File: src/hdl/dcache_pkg.sv
package dcache_pkg;

	// Size of one load/store access
	typedef enum logic [1:0] {
		ORDER_BYTE = 2'd0,
		ORDER_HALF = 2'd1,
		ORDER_WORD = 2'd2
	} access_order_t;

	// Controller FSM states
	typedef enum logic [2:0] {
		IDLE,
		LOOKUP,
		REFILL_REQ,
		REFILL_GET,
		RD_OUT,
		WR_REQ,
		WR_WAIT,
		WR_OUT
	} ctrl_state_t;

	// Line geometry, 64 bytes moved as 64-bit beats
	localparam int LINE_BEATS  = 8;
	localparam int OFFSET_BITS = 6;
	localparam int BEAT_BITS   = $clog2(LINE_BEATS);

	// Associativity
	localparam int WAYS        = 4;
	localparam int WAY_BITS    = $clog2(WAYS);

endpackage

File: src/hdl/dcache_ldst_if.sv
`timescale 1ns/10ps

interface dcache_ldst_if
	import dcache_pkg::*;
();

	// Request side, held until req && !busy
	logic			req;
	logic			rw;		// 0 write, 1 read
	access_order_t	order;
	logic [31:0]	addr;
	logic [31:0]	wdata;

	// Response side
	logic			busy;
	logic			valid;
	logic [31:0]	rdata;

	modport router (
		output	req, rw, order, addr, wdata,
		input	busy, valid, rdata
	);

	modport cache (
		input	req, rw, order, addr, wdata,
		output	busy, valid, rdata
	);

endinterface

File: src/hdl/io_window_router.sv
`timescale 1ns/10ps

module io_window_router
	import dcache_pkg::*;
(
	input	logic			iCLOCK,
	input	logic			inRESET,
	input	logic			iosr_valid,
	input	logic [31:0]	iosr_base,
	// Load/store unit
	input	logic			ldst_req,
	input	logic			ldst_rw,
	input	access_order_t	ldst_order,
	input	logic [31:0]	ldst_addr,
	input	logic [31:0]	ldst_wdata,
	output	logic			ldst_busy,
	output	logic			ldst_valid,
	output	logic [31:0]	ldst_rdata,
	// I/O bus
	output	logic			io_req,
	output	logic			io_rw,
	output	access_order_t	io_order,
	output	logic [31:0]	io_addr,
	output	logic [31:0]	io_wdata,
	input	logic			io_busy,
	input	logic			io_valid,
	input	logic [31:0]	io_rdata,
	// Cache controller
	dcache_ldst_if.router	cache
);

	logic			io_base_valid;
	logic [31:0]	io_base;
	logic			io_pending;
	logic			to_io;
	logic			io_accept;

	always_ff @(posedge iCLOCK or negedge inRESET) begin
		if (!inRESET) begin
			io_base_valid	<= 1'b0;
			io_pending		<= 1'b0;
		end else begin
			if (iosr_valid) begin
				io_base_valid <= 1'b1;
			end
			// One I/O access in flight until its response
			if (io_accept && !io_valid) begin
				io_pending <= 1'b1;
			end else if (io_valid) begin
				io_pending <= 1'b0;
			end
		end
	end

	always_ff @(posedge iCLOCK) begin
		if (iosr_valid) begin
			io_base <= iosr_base;
		end
	end

	// Window starts at the base and runs to the top of the address space
	assign to_io		= io_base_valid && (ldst_addr >= io_base);
	assign io_req		= ldst_req && to_io && !io_pending && !cache.busy;
	assign io_accept	= io_req && !io_busy;
	assign io_rw		= ldst_rw;
	assign io_order		= ldst_order;
	assign io_addr		= ldst_addr - io_base;
	assign io_wdata		= ldst_wdata;

	assign cache.req	= ldst_req && !to_io && !io_pending && !io_busy;
	assign cache.rw		= ldst_rw;
	assign cache.order	= ldst_order;
	assign cache.addr	= ldst_addr;
	assign cache.wdata	= ldst_wdata;

	assign ldst_busy	= cache.busy || io_pending || io_busy;
	assign ldst_valid	= io_valid || cache.valid;
	assign ldst_rdata	= io_valid ? io_rdata : cache.rdata;

endmodule

File: src/flat_wrapper.sv
// flat-port wrapper written by rule: the top's interface ports become plain ports
module io_window_router_flat import dcache_pkg::*;
  (iCLOCK, inRESET, iosr_valid, iosr_base, ldst_req, ldst_rw, ldst_order, ldst_addr, ldst_wdata, ldst_busy, ldst_valid, ldst_rdata, io_req, io_rw, io_order, io_addr, io_wdata, io_busy, io_valid, io_rdata, cache_req, cache_rw, cache_order, cache_addr, cache_wdata, cache_busy, cache_valid, cache_rdata);
  dcache_ldst_if cache_i ();
  input	logic iCLOCK;
  input	logic inRESET;
  input	logic iosr_valid;
  input	logic [31:0] iosr_base;
  input	logic ldst_req;
  input	logic ldst_rw;
  input	access_order_t ldst_order;
  input	logic [31:0] ldst_addr;
  input	logic [31:0] ldst_wdata;
  output	logic ldst_busy;
  output	logic ldst_valid;
  output	logic [31:0] ldst_rdata;
  output	logic io_req;
  output	logic io_rw;
  output	access_order_t io_order;
  output	logic [31:0] io_addr;
  output	logic [31:0] io_wdata;
  input	logic io_busy;
  input	logic io_valid;
  input	logic [31:0] io_rdata;
  output wire logic [$bits(cache_i.req)-1:0] cache_req;
  output wire logic [$bits(cache_i.rw)-1:0] cache_rw;
  output wire logic [$bits(cache_i.order)-1:0] cache_order;
  output wire logic [$bits(cache_i.addr)-1:0] cache_addr;
  output wire logic [$bits(cache_i.wdata)-1:0] cache_wdata;
  input wire logic [$bits(cache_i.busy)-1:0] cache_busy;
  input wire logic [$bits(cache_i.valid)-1:0] cache_valid;
  input wire logic [$bits(cache_i.rdata)-1:0] cache_rdata;
  assign cache_req = cache_i.req;
  assign cache_rw = cache_i.rw;
  assign cache_order = cache_i.order;
  assign cache_addr = cache_i.addr;
  assign cache_wdata = cache_i.wdata;
  assign cache_i.busy = cache_busy;
  assign cache_i.valid = cache_valid;
  assign cache_i.rdata = cache_rdata;
  io_window_router u_core (.iCLOCK(iCLOCK), .inRESET(inRESET), .iosr_valid(iosr_valid), .iosr_base(iosr_base), .ldst_req(ldst_req), .ldst_rw(ldst_rw), .ldst_order(ldst_order), .ldst_addr(ldst_addr), .ldst_wdata(ldst_wdata), .ldst_busy(ldst_busy), .ldst_valid(ldst_valid), .ldst_rdata(ldst_rdata), .io_req(io_req), .io_rw(io_rw), .io_order(io_order), .io_addr(io_addr), .io_wdata(io_wdata), .io_busy(io_busy), .io_valid(io_valid), .io_rdata(io_rdata), .cache(cache_i));
endmodule
File: config.mk
export PLATFORM = sky130hd
export DESIGN_NAME = io_window_router_flat
export DESIGN_NICKNAME = d
export VERILOG_FILES = /design/src/hdl/dcache_pkg.sv /design/src/hdl/dcache_ldst_if.sv /design/src/hdl/io_window_router.sv /design/src/flat_wrapper.sv
export SDC_FILE = /design/constraint.sdc
export NUM_CORES = 1
export LEC_CHECK = 0
export CORE_AREA = 2 2 132 134
export DETAILED_ROUTE_END_ITERATION = 10
export DIE_AREA = 0 0 134 136
export DONT_BUFFER_PORTS = 1
export PLACE_DENSITY_LB_ADDON = 0.15
export SYNTH_ARGS = -nofsm -noshare
export SYNTH_HDL_FRONTEND = slang
export SYNTH_SLANG_ARGS = --single-unit
export TNS_END_PERCENT = 50
File: constraint.sdc
create_clock -name iCLOCK -period 5.28 [get_ports iCLOCK]
set_input_delay 0 -clock iCLOCK [delete_from_list [all_inputs] [get_ports iCLOCK]]
set_output_delay 0 -clock iCLOCK [all_outputs]
set_load 0.01 [all_outputs]
==> out/qor.csv <==
metric;value;unit
synth_top_family_by_area;buffers and inverters;
drt_pass1_iterations;4;
routed_wl;14.80;mm
reg2reg_to;u_core.io_pending$_DFFE_PN0P_;
cts_tree;built;
cts_max_level;2;
io_pins;341;
drv_cap;0;
place_congestion;0.7923;
ant_nets;0;
r2r_start;u_core.io_base[0]$_DFFE_PP_;
holdPathStages;0;
antenna_found_initial;1;
power_frac_comb;39.6;%
switching_power;417.6;uW
start_kind;flip-flop;
synth_compound_area_share;16.21;%
synthSimpleGateAreaFrac;10.08;%
yosys-top-cells-area;edfxtp_1, buf_4, ha_1, mux2_2, a21oi_1;
grtUsageTotal;15.56;%
vias;2959;
hold_class;input pin to primary output;
synth_xor_area_share;6.550;%
yosysMostFrequentCell;buf_4;
yosys-mux-area-fraction;8.935;%
drc_errors;0;
p_leak;0.001668;uW
vias_per_cell;4.704;
wl_met2;8.317;mm
cp-end-kind;flip-flop;
hold_end;cache_rw;
wl_met3;1.272;mm
synthFlopType;edfxtp_1;
cts_buffer_depth;2;
synthCells;476;
yosys.cell_types.count;54;
maxSlewViolCount;0;
min_period_over_period;61.89;%
pwr-share-seq;28.8;%
finClkSkew;3.788;ps
max_freq;306.0;MHz
diodes;0;
hold_viol;0;
p_int;704.8;uW
met1Wirelength;4.796;mm
start_util;24.56;%
synth_seq_cells;34;
area_delta_synth_final;0.00009650;%
die_w;134;um
grt_max_degree;35;
synth_nets;680;
die_h;136;um
synth_edf_count;32;
cp.arrival;3490;ps
power_frac_clock;31.6;%
ys_seq_area_share;24.39;%
avgSynthCellArea;8.708;um^2
worstSetupPathType;flip-flop to flip-flop;
rrSetupSlack;2010;ps
cts.sinks;34;
p_sw_share;37.20;%
portBuffers;0;
nNetsFinal;607;
worstPathRequired;5510;ps
grt_pass1_wl;20.60;mm
grt_pass1_vias;3159;
rsz0062_at_grt;false;
rows;48;
status;finished clean;
holdWs;0.006267;ps
cts-root-buf;clkbuf_16;
cts_made_buffers;5;
path_max_fanout;3;
ys.warnings.count;0;
post_drt_wl_per_cell;23.53;um
drt-initial-drc-count;93;
dp_hpwl;12.79;mm
clkTransAtPathRegs;60;ps
fin_tns_setup;0;ps
min_period;3268;ps
finalSetupViolCount;0;
peakVddDrop;0.1378;mV
yosys.area.top_type;edfxtp_1;
worstRegToRegCells;10;
synth_area;4145;um^2
async_flop_share;5.882;%
yosys.area_share.adder;10.14;%
clk_latency;290;ps
slew_headroom;63.94;%
power_density;270.8;nW/um^2
core;16880;um^2
yosysTopAreaCellShare;23.18;%
hp-start;ldst_rw;
routed.top_layer;met4;
grt_overflow;0;
die_area;18220;um^2
drive_gt1_share;12.38;%
synth_commonest_cells;buf_4, inv_1, a21oi_1;
worstMarginPinSlew;527.2;ps
==> worst max-delay path by stage <==
stage | to | from | depth (start not counted) | slack (ps)
6_report | u_core.io_pending$_DFFE_PN0P_ | u_core.io_base[0]$_DFFE_PP_ | 10 | 2010
5_1_grt | u_core.io_pending$_DFFE_PN0P_ | u_core.io_base[0]$_DFFE_PP_ | 10 | 1700
4_1_cts | u_core.io_pending$_DFFE_PN0P_ | u_core.io_base[0]$_DFFE_PP_ | 10 | 1950
3_5_place_dp | io_req | u_core.io_base[0]$_DFFE_PP_ | 9 | 2370
3_3_place_gp | io_req | u_core.io_base[0]$_DFFE_PP_ | 9 | 2550
2_1_floorplan | io_req | u_core.io_base[0]$_DFFE_PP_ | 9 | 3000
==> registers in the layout, indices dropped and copies added (netlist names) <==
signal,count
u_core.io_base_valid,1
u_core.io_pending,1
u_core.io_base,32
==> final cells by class <==
type / count / area, um^2
Fill cell: 1815 / 12730
Multi-Input combinational cell: 285 / 2152
Sequential cell: 34 / 1011
Timing Repair Buffer: 37 / 380.4
Tap cell: 225 / 281.5
Inverter: 40 / 150.1
Clock buffer: 5 / 125.1
Clock inverter: 3 / 45.04
==> power by group through the flow <==
stage,logic (uW),registers [uW],clock network (uW)
floorplan,406,328,0
global placement,423,329,0
detailed placement,422,330,0
CTS,454,324,366
global route,491,325,374
finish,444,323,355
==> metrics by stage <==
step / instance area [um^2] / cells / setup WS (ps) / total power [uW] / utilization (%)
2_1_floorplan: 4145 / 476 / 3000 / 733.2 / -
3_3_place_gp: 3595 / 584 / 2553 / 752.1 / 21.30
3_5_place_dp: 3595 / 584 / 2369 / 751.7 / 21.30
4_1_cts: 4145 / 629 / 1954 / 1143 / 24.56
5_1_grt: 4145 / 629 / 1698 / 1190 / 24.56
6_report: 4145 / 629 / 2012 / 1122 / 24.56
==> critical path, cell delays in order, from the launching register on <==
cell	delay (ps)
edfxtp_1	370
ha_1	220
fa_1	420
nor2b_1	290
o31ai_1	130
a21oi_1	180
o21bai_1	110
a2111oi_0	550
o21ai_1	220
o22ai_1	160
dlygate4sd3_1	560
==> repair_timing <==
action                                 in CTS  in global routing
setup buffers                               0                  0
gates resized for setup                     0                  0
hold buffers                               37                  0
endpoints found under the hold margin      68                  0
==> layer usage <==
metal / GRT usage, % / up-vias
met2: 31.40 / 193
met1: 14.87 / 1328
met4: 5.615 / 0
met5: 0 / -
li1: - / 1405
met3: 4.325 / 33
==> cells by family (layout without fill, tap and decap cells) <==
family	after synthesis	in the layout
compound gates	104	104
mux	33	33
flops	34	34
fa+ha+maj	33	33
xor+xnor	31	31
simple gates	84	84
buf+inv	157	85
==> layout by cell type (no fill, tap or decap), types with 2 or more instances in the layout <==
cell and instances:
inv_1 40, dlygate4sd3_1 36, a21oi_1 35, mux2_2 32
ha_1 32, edfxtp_1 32, nand2_1 28, xnor2_1 20
nor2_1 18, o21ai_0 14, xor2_1 11, a21o_1 8
nand2b_1 7, nand3_1 7, o21bai_1 7, o21ai_1 6
nand4_1 6, o21a_1 6, clkbuf_16 5, o31ai_1 4
a21oi_2 3, or3_1 3, a211oi_1 3, and2_1 2
o211ai_1 2, nor3_1 2, a31oi_1 2, nor2b_1 2
and3_1 2, or2_2 2, clkinvlp_4 2, dfrtp_1 2
Power figures use the tool's default switching activity.
