## config.mk

```make
export PLATFORM = sky130hd
export DESIGN_NAME = l1_data_cache_flat
export DESIGN_NICKNAME = d
export VERILOG_FILES = /design/src/hdl/dcache_pkg.sv /design/src/hdl/dcache_ldst_if.sv /design/src/hdl/dcache_array_if.sv /design/src/hdl/l1_data_cache.sv /design/src/flat_wrapper.sv
export SDC_FILE = /design/constraint.sdc
export NUM_CORES = 1
export LEC_CHECK = 0
export BUFFER_PORTS_ARGS = -buffer_cell sky130_fd_sc_hd__buf_4
export CAP_MARGIN = 40
export CORE_AREA = 4 4 181 183
export CTS_CLUSTER_DIAMETER = 200
export DETAILED_ROUTE_END_ITERATION = 8
export DIE_AREA = 0 0 185 187
export SETUP_SLACK_MARGIN = 0.3
export SYNTH_ARGS = -nofsm -noshare
export SYNTH_HDL_FRONTEND = slang
export SYNTH_SLANG_ARGS = --single-unit
```

## constraint.sdc

```tcl
create_clock -name iCLOCK -period 3.2 [get_ports iCLOCK]
set_input_delay 0.64 -clock iCLOCK [delete_from_list [all_inputs] [get_ports iCLOCK]]
set_output_delay 0.64 -clock iCLOCK [all_outputs]
set_load 0.1 [all_outputs]
```

## src/hdl/dcache_pkg.sv

```systemverilog
package dcache_pkg;

	// Size of one load/store access
	typedef enum logic [1:0] {
		ORDER_BYTE = 2'd0,
		ORDER_HALF = 2'd1,
		ORDER_WORD = 2'd2
	} access_order_t;

	// Controller FSM states
	typedef enum logic [2:0] {
		IDLE,
		LOOKUP,
		REFILL_REQ,
		REFILL_GET,
		RD_OUT,
		WR_REQ,
		WR_WAIT,
		WR_OUT
	} ctrl_state_t;

	// Line geometry, 64 bytes moved as 64-bit beats
	localparam int LINE_BEATS  = 8;
	localparam int OFFSET_BITS = 6;
	localparam int BEAT_BITS   = $clog2(LINE_BEATS);

	// Associativity
	localparam int WAYS        = 4;
	localparam int WAY_BITS    = $clog2(WAYS);

endpackage

```

## src/hdl/dcache_ldst_if.sv

```systemverilog
`timescale 1ns/10ps

interface dcache_ldst_if
	import dcache_pkg::*;
();

	// Request side, held until req && !busy
	logic			req;
	logic			rw;		// 0 write, 1 read
	access_order_t	order;
	logic [31:0]	addr;
	logic [31:0]	wdata;

	// Response side
	logic			busy;
	logic			valid;
	logic [31:0]	rdata;

	modport router (
		output	req, rw, order, addr, wdata,
		input	busy, valid, rdata
	);

	modport cache (
		input	req, rw, order, addr, wdata,
		output	busy, valid, rdata
	);

endinterface

```

## src/hdl/dcache_array_if.sv

```systemverilog
`timescale 1ns/10ps

interface dcache_array_if
	import dcache_pkg::*;
();

	// Controller state, seen by the array checks
	ctrl_state_t			state;
	// Lookup, answered one cycle later
	logic					lookup_req;
	logic [31:0]			lookup_addr;
	logic					lookup_valid;
	logic					lookup_hit;
	logic [31:0]			lookup_data;
	// Line fill, one beat per strobe
	logic					fill_req;
	logic [31:0]			fill_addr;
	logic [BEAT_BITS-1:0]	fill_beat;
	logic [63:0]			fill_data;
	// Write-through update, data right-justified
	logic					store_req;
	logic [31:0]			store_addr;
	access_order_t			store_order;
	logic [31:0]			store_data;
	logic					flush;

	modport ctrl (
		output	state, lookup_req, lookup_addr, fill_req, fill_addr, fill_beat, fill_data,
		output	store_req, store_addr, store_order, store_data, flush,
		input	lookup_valid, lookup_hit, lookup_data
	);

	modport array (
		input	state, lookup_req, lookup_addr, fill_req, fill_addr, fill_beat, fill_data,
		input	store_req, store_addr, store_order, store_data, flush,
		output	lookup_valid, lookup_hit, lookup_data
	);

endinterface

```

## src/hdl/l1_data_cache.sv

```systemverilog
`timescale 1ns/10ps

module l1_data_cache
	import dcache_pkg::*;
#(
	parameter int CACHE_ENABLE = 1
) (
	input	logic			iCLOCK,
	input	logic			inRESET,
	input	logic			flush,
	dcache_ldst_if.cache	ldst,
	dcache_array_if.ctrl	arr,
	// Memory bus
	output	logic			mem_req,
	output	logic			mem_rw,
	output	access_order_t	mem_order,
	output	logic [31:0]	mem_addr,
	output	logic [31:0]	mem_wdata,
	input	logic			mem_lock,
	input	logic			mem_valid,
	input	logic [63:0]	mem_rdata
);

	// Whole line when caching, single beat otherwise
	localparam logic [BEAT_BITS:0] RD_BEATS =
		(CACHE_ENABLE != 0) ? (BEAT_BITS + 1)'(LINE_BEATS) : (BEAT_BITS + 1)'(1);

	ctrl_state_t			state;
	logic [BEAT_BITS:0]		req_cnt;
	logic [BEAT_BITS:0]		get_cnt;
	logic [31:0]			req_addr;
	access_order_t			req_order;
	logic [31:0]			req_wdata;
	logic [31:0]			rd_word;
	logic					accept;
	logic					refilling;
	logic					beat_in;
	logic [31:0]			refill_addr;
	logic [31:0]			beat_word;

	assign accept		= (state == IDLE) && ldst.req;
	assign refilling	= (state == REFILL_REQ) || (state == REFILL_GET);
	assign beat_in		= refilling && mem_valid && (get_cnt != RD_BEATS);
	assign beat_word	= req_addr[2] ? mem_rdata[63:32] : mem_rdata[31:0];
	assign refill_addr	= (CACHE_ENABLE != 0) ?
		{req_addr[31:OFFSET_BITS], req_cnt[BEAT_BITS-1:0], 3'b000} :
		{req_addr[31:3], 3'b000};

	always_ff @(posedge iCLOCK or negedge inRESET) begin
		if (!inRESET) begin
			state	<= IDLE;
			req_cnt	<= '0;
			get_cnt	<= '0;
		end else begin
			// Returned beats are counted while requests are still going out
			if (beat_in) begin
				get_cnt <= get_cnt + 1'b1;
			end
			case (state)
				IDLE: begin
					if (accept) begin
						if (!ldst.rw) begin
							state <= WR_REQ;
						end else if (CACHE_ENABLE != 0) begin
							state <= LOOKUP;
						end else begin
							state <= REFILL_REQ;
						end
					end
				end
				LOOKUP: begin
					if (arr.lookup_valid) begin
						state <= arr.lookup_hit ? RD_OUT : REFILL_REQ;
					end
				end
				REFILL_REQ: begin
					if (!mem_lock) begin
						if (req_cnt == RD_BEATS - 1'b1) begin
							req_cnt	<= '0;
							state	<= REFILL_GET;
						end else begin
							req_cnt <= req_cnt + 1'b1;
						end
					end
				end
				REFILL_GET: begin
					if (get_cnt == RD_BEATS) begin
						get_cnt	<= '0;
						state	<= RD_OUT;
					end
				end
				WR_REQ: begin
					if (!mem_lock) begin
						state <= WR_WAIT;
					end
				end
				WR_WAIT: begin
					if (mem_valid) begin
						state <= WR_OUT;
					end
				end
				default: begin
					state <= IDLE;
				end
			endcase
		end
	end

	always_ff @(posedge iCLOCK) begin
		if (accept) begin
			req_addr	<= ldst.addr;
			req_order	<= ldst.order;
			req_wdata	<= ldst.wdata;
		end
		if ((state == LOOKUP) && arr.lookup_valid) begin
			rd_word <= arr.lookup_data;
		end
		// Requested word picked off the burst on its way into the array
		if (beat_in && ((CACHE_ENABLE == 0) ||
				(get_cnt[BEAT_BITS-1:0] == req_addr[OFFSET_BITS-1:3]))) begin
			rd_word <= beat_word;
		end
	end

	assign mem_req		= (state == REFILL_REQ) || (state == WR_REQ);
	assign mem_rw		= (state == REFILL_REQ);
	assign mem_order	= (state == WR_REQ) ? req_order : ORDER_WORD;
	assign mem_addr		= (state == WR_REQ) ? req_addr : refill_addr;
	assign mem_wdata	= req_wdata;

	assign arr.state		= state;
	assign arr.lookup_req	= accept && ldst.rw && (CACHE_ENABLE != 0);
	assign arr.lookup_addr	= ldst.addr;
	assign arr.fill_req		= beat_in && (CACHE_ENABLE != 0);
	assign arr.fill_addr	= req_addr;
	assign arr.fill_beat	= get_cnt[BEAT_BITS-1:0];
	assign arr.fill_data	= mem_rdata;
	assign arr.store_req	= (state == WR_REQ) && !mem_lock && (CACHE_ENABLE != 0);
	assign arr.store_addr	= req_addr;
	assign arr.store_order	= req_order;
	assign arr.store_data	= req_wdata;
	assign arr.flush		= flush;

	assign ldst.busy	= (state != IDLE);
	assign ldst.valid	= (state == RD_OUT) || (state == WR_OUT);
	assign ldst.rdata	= rd_word;

	// Memory traffic starts only from an accepted request or a lookup miss
	assert property (@(posedge iCLOCK) disable iff (!inRESET)
		$rose(mem_req) |-> $past(accept) || $past((state == LOOKUP) && !arr.lookup_hit))
		else $error("mem_req raised from IDLE without a request");

	assert property (@(posedge iCLOCK) disable iff (!inRESET)
		(get_cnt <= LINE_BEATS) && (req_cnt < LINE_BEATS))
		else $error("refill beat counter out of range");

endmodule

```

## src/flat_wrapper.sv

```systemverilog
// flat-port wrapper written by rule: the top's interface ports become plain ports
module l1_data_cache_flat import dcache_pkg::*;
#(
	parameter int CACHE_ENABLE = 1
)
  (iCLOCK, inRESET, flush, mem_req, mem_rw, mem_order, mem_addr, mem_wdata, mem_lock, mem_valid, mem_rdata, ldst_req, ldst_rw, ldst_order, ldst_addr, ldst_wdata, ldst_busy, ldst_valid, ldst_rdata, arr_state, arr_lookup_req, arr_lookup_addr, arr_fill_req, arr_fill_addr, arr_fill_beat, arr_fill_data, arr_store_req, arr_store_addr, arr_store_order, arr_store_data, arr_flush, arr_lookup_valid, arr_lookup_hit, arr_lookup_data);
  dcache_ldst_if ldst_i ();
  dcache_array_if arr_i ();
  input	logic iCLOCK;
  input	logic inRESET;
  input	logic flush;
  output	logic mem_req;
  output	logic mem_rw;
  output	access_order_t mem_order;
  output	logic [31:0] mem_addr;
  output	logic [31:0] mem_wdata;
  input	logic mem_lock;
  input	logic mem_valid;
  input	logic [63:0] mem_rdata;
  input wire logic [$bits(ldst_i.req)-1:0] ldst_req;
  input wire logic [$bits(ldst_i.rw)-1:0] ldst_rw;
  input wire logic [$bits(ldst_i.order)-1:0] ldst_order;
  input wire logic [$bits(ldst_i.addr)-1:0] ldst_addr;
  input wire logic [$bits(ldst_i.wdata)-1:0] ldst_wdata;
  output wire logic [$bits(ldst_i.busy)-1:0] ldst_busy;
  output wire logic [$bits(ldst_i.valid)-1:0] ldst_valid;
  output wire logic [$bits(ldst_i.rdata)-1:0] ldst_rdata;
  output wire logic [$bits(arr_i.state)-1:0] arr_state;
  output wire logic [$bits(arr_i.lookup_req)-1:0] arr_lookup_req;
  output wire logic [$bits(arr_i.lookup_addr)-1:0] arr_lookup_addr;
  output wire logic [$bits(arr_i.fill_req)-1:0] arr_fill_req;
  output wire logic [$bits(arr_i.fill_addr)-1:0] arr_fill_addr;
  output wire logic [$bits(arr_i.fill_beat)-1:0] arr_fill_beat;
  output wire logic [$bits(arr_i.fill_data)-1:0] arr_fill_data;
  output wire logic [$bits(arr_i.store_req)-1:0] arr_store_req;
  output wire logic [$bits(arr_i.store_addr)-1:0] arr_store_addr;
  output wire logic [$bits(arr_i.store_order)-1:0] arr_store_order;
  output wire logic [$bits(arr_i.store_data)-1:0] arr_store_data;
  output wire logic [$bits(arr_i.flush)-1:0] arr_flush;
  input wire logic [$bits(arr_i.lookup_valid)-1:0] arr_lookup_valid;
  input wire logic [$bits(arr_i.lookup_hit)-1:0] arr_lookup_hit;
  input wire logic [$bits(arr_i.lookup_data)-1:0] arr_lookup_data;
  assign ldst_i.req = ldst_req;
  assign ldst_i.rw = ldst_rw;
  assign ldst_i.order = ldst_order;
  assign ldst_i.addr = ldst_addr;
  assign ldst_i.wdata = ldst_wdata;
  assign ldst_busy = ldst_i.busy;
  assign ldst_valid = ldst_i.valid;
  assign ldst_rdata = ldst_i.rdata;
  assign arr_state = arr_i.state;
  assign arr_lookup_req = arr_i.lookup_req;
  assign arr_lookup_addr = arr_i.lookup_addr;
  assign arr_fill_req = arr_i.fill_req;
  assign arr_fill_addr = arr_i.fill_addr;
  assign arr_fill_beat = arr_i.fill_beat;
  assign arr_fill_data = arr_i.fill_data;
  assign arr_store_req = arr_i.store_req;
  assign arr_store_addr = arr_i.store_addr;
  assign arr_store_order = arr_i.store_order;
  assign arr_store_data = arr_i.store_data;
  assign arr_flush = arr_i.flush;
  assign arr_i.lookup_valid = arr_lookup_valid;
  assign arr_i.lookup_hit = arr_lookup_hit;
  assign arr_i.lookup_data = arr_lookup_data;
  l1_data_cache #(.CACHE_ENABLE(CACHE_ENABLE)) u_core (.iCLOCK(iCLOCK), .inRESET(inRESET), .flush(flush), .ldst(ldst_i), .arr(arr_i), .mem_req(mem_req), .mem_rw(mem_rw), .mem_order(mem_order), .mem_addr(mem_addr), .mem_wdata(mem_wdata), .mem_lock(mem_lock), .mem_valid(mem_valid), .mem_rdata(mem_rdata));
endmodule
```

==> run metrics <==
CP Buf/Inv Count 2; Die H 187 um; crit-path max cell delay 460 ps; Least-Margin Pin Slew 557.5 ps; FF/Latch Area 3226 um^2; boundary pin count 477; slew margin rel. 62.55%; Post-CTS Repair Setup Buffers 0; CP Capture Type output pin; ys async rst share 10.09%; clock power share 14.3%; Clock Skew 9.562 ps; largest net degree at the start of global routing 41; All-Layer GR Usage 11.51%; fmax 373.3 MHz; count of input and output buffers 474; period utilization 83.71%; worst vdd ir 503.5 uV; CTS tree built; Critical Path RT 2560 ps; Synth area leaders edfxtp_1 49%, buf_4 24%, mux2_4 7.2%; Power Dens Cells 907.2 nW/um^2; CTS clock-pin slew for the worst setup and hold paths 80 ps; fillers 3242; CORE AREA 31230 um^2; sequential group share of total power 25.7%; unrepaired setup endpoints after global routing false; layout cells sized above 1 77.08%; endpoints failing setup 0; vias in the first global route 4362; Distinct cells, synth 34; setup TNS 0 ps; Seq/Total Area, Yosys 53.13%; clock root cell clkbuf_16; startpoint types flip-flop; Post-Syn Instances 454; Post-synth EDFFs 98; Finished Core Util 28.94%; CTS Sinks 109; FP Rows 65; first-pass GRT wire length 29010 um; Total Wirelength 21690 um; final hold slack 103.1 ps; initial antenna violation count 0; Vias 4302; post_cts resized 0; kind of critical path flip-flop to output pin; Num CTS Buffers 9; CP Cell Sequence inv_1 -> ha_2 -> and3b_1 -> nor3b_4 -> buf_4; CP max stage cell dfrtp_1; Mapped Area 6057 um^2; status complete, no violations; top-area cell type share of the netlist area 48.59%; Hold-fix buffers, CTS 0; critical path's top delay family simple AND/OR/NAND/NOR gates; Synth Warn # 0; latest clock arrival within the worst-skew pair 350 ps; iteration-0 DRC count of the detailed router 144; Synth area leader edfxtp_1; H-tree Lvls 3; grt ovf 0; ys flop type edfxtp_1; Nets 915; DRC violations left 0; Area growth, synth to finish 49.20%; critical path arrival 2040 ps; reg-to-reg slack, setup 890 ps; max-capacitance violation count 0; Max Slew Vio Count 0; P_int 3.485 mW; die area 34600 um^2; Final GP Congestion 0.7763; post-DP HPWL 18130 um; Sw Share 57.50%; Static Leak 4.142 nW; syn_area_per_cell 13.34 um^2; drt first pass iters 4; combinational share of power 60.0%; Critical Path Fanout Max 6; Mapped Nets 628; Hold WC Path Type primary input to asynchronous set/reset pin; post-route ant nets 0; Routed WL per cell 18.89 um; Initial Utilization 19.40%; final hold vios 0; Die X 185 um; Max Root-Sink Buffers 2; multi-input logic area 1378 um^2; # diodes 0; fin crit period 2679 ps; Vias/cell 3.747; Synth Register Bits 109; sw power 4.714 mW
-- layer usage --
metal,wire length [um],GRT usage (%)
met1,8234,13.17
met2,11070,20.54
met3,2177,4.084
met4,207,2.569
met5,0,0
-- layout make-up --
class / count / share of cell area, %
Clock buffer: 9 / 2.492
Timing Repair Buffer: 477 / 40.04
Multi-Input combinational cell: 140 / 15.24
Clock inverter: 7 / 0.8030
Tap cell: 402 / 5.566
Inverter: 4 / 0.1661
Sequential cell: 109 / 35.69
-- path summary, 6_finish.rpt --
path / startpoint / to / cells past startpoint
max in group asynchronous: inRESET / u_core.arr.state[2] / 1
worst max register to register: u_core.get_cnt[1] / u_core.ldst.rdata[3] / 7
worst min register to register: u_core.req_cnt[3] / u_core.req_cnt[3] / 1
worst min-delay path: inRESET / u_core.get_cnt[1] / 1
min in group iCLOCK: ldst_wdata[14] / u_core.arr.store_data[14] / 1
worst max-delay path: u_core.get_cnt[1] / arr_fill_req / 5
-- flip-flops by register name (all words and copies together), names as in the netlist --
register,flops
u_core.arr.store_order,2
u_core.get_cnt,4
u_core.arr.store_data,32
u_core.ldst.rdata,32
u_core.req_cnt,4
u_core.arr.state,3
u_core.arr.fill_addr,32
-- synthesized netlist by cell type (2+ instances only) --
library cell / instances
buf_4: 190
inv_1: 4
nand2_1: 16
ha_1: 3
dfrtp_1: 11
clkbuf_1: 6
nor2_1: 8
nand2b_1: 3
mux2_2: 37
edfxtp_1: 98
nand3_1: 2
and2_1: 2
mux2_4: 29
nor2b_1: 3
buf_6: 4
mux2i_1: 3
xnor2_1: 5
and3_1: 7
nor3_1: 5
a21oi_1: 3
o21ai_0: 2
-- cell usage in the layout (no fill, tap or decap), types with 2 or more instances in the layout --
cell type	synthesis	final
nand2_2	0	3
xnor2_1	5	5
ha_1	3	2
mux2_4	29	29
nand2_1	16	12
nor2_1	8	7
and3_1	7	6
inv_6	0	3
edfxtp_1	98	98
buf_12	0	3
nand3_1	2	2
mux2_2	37	37
a21oi_1	3	3
dfrtp_1	11	9
dfrtp_4	0	2
nor3_1	5	4
clkbuf_16	0	9
buf_4	190	474
inv_1	4	3
nand2b_1	3	2
mux2i_1	3	3
nor2b_1	3	2
-- through the flow --
| stage | power (mW) | area, um^2 | setup WS, ps | std cells |
|---|---|---|---|---|
| final | 8.199 | 9037 | 521.4 | 1148 |
| after global routing | 8.488 | 9037 | 374.9 | 1148 |
| after CTS | 8.306 | 9035 | 392.8 | 1148 |
| after detailed placement | 7.100 | 8737 | 823.6 | 1132 |
| after global placement | 7.086 | 8737 | 871.0 | 1132 |
| after floorplan | 6.264 | 6132 | 46.73 | 454 |
-- worst register-to-register path, cell delays in order (launching register included) --
cell     delay, ps
dfrtp_1        460
inv_1           70
ha_2           160
and3b_1        230
nor3b_4        380
nand4_4        150
buf_12         220
nand2_8        280
-- logic make-up (layout without fill, tap and decap cells) --
family	after synthesis	after routing	share of synthesized area, %
adder cells (fa/ha/maj)	3	3	0.6198
multiplexers	69	69	14.56
buffers and inverters	205	497	24.99
AO/OA/AOI/OAI	9	9	0.9503
AND/OR/NAND/NOR	53	53	4.875
XOR/XNOR	6	6	0.8676
flip-flops	109	109	53.13
-- power by group through the flow --
stage          sequential (mW)  combinational, mW  clock [mW]
2_1_floorplan             3.28               2.99           0
5_1_grt                   2.15               5.07        1.28
6_report                  2.11               4.92        1.17
3_3_place_gp              2.13               4.95           0
3_5_place_dp              2.14               4.96           0
4_1_cts                   2.11               4.96        1.23
(Power assumes the default switching activity.)
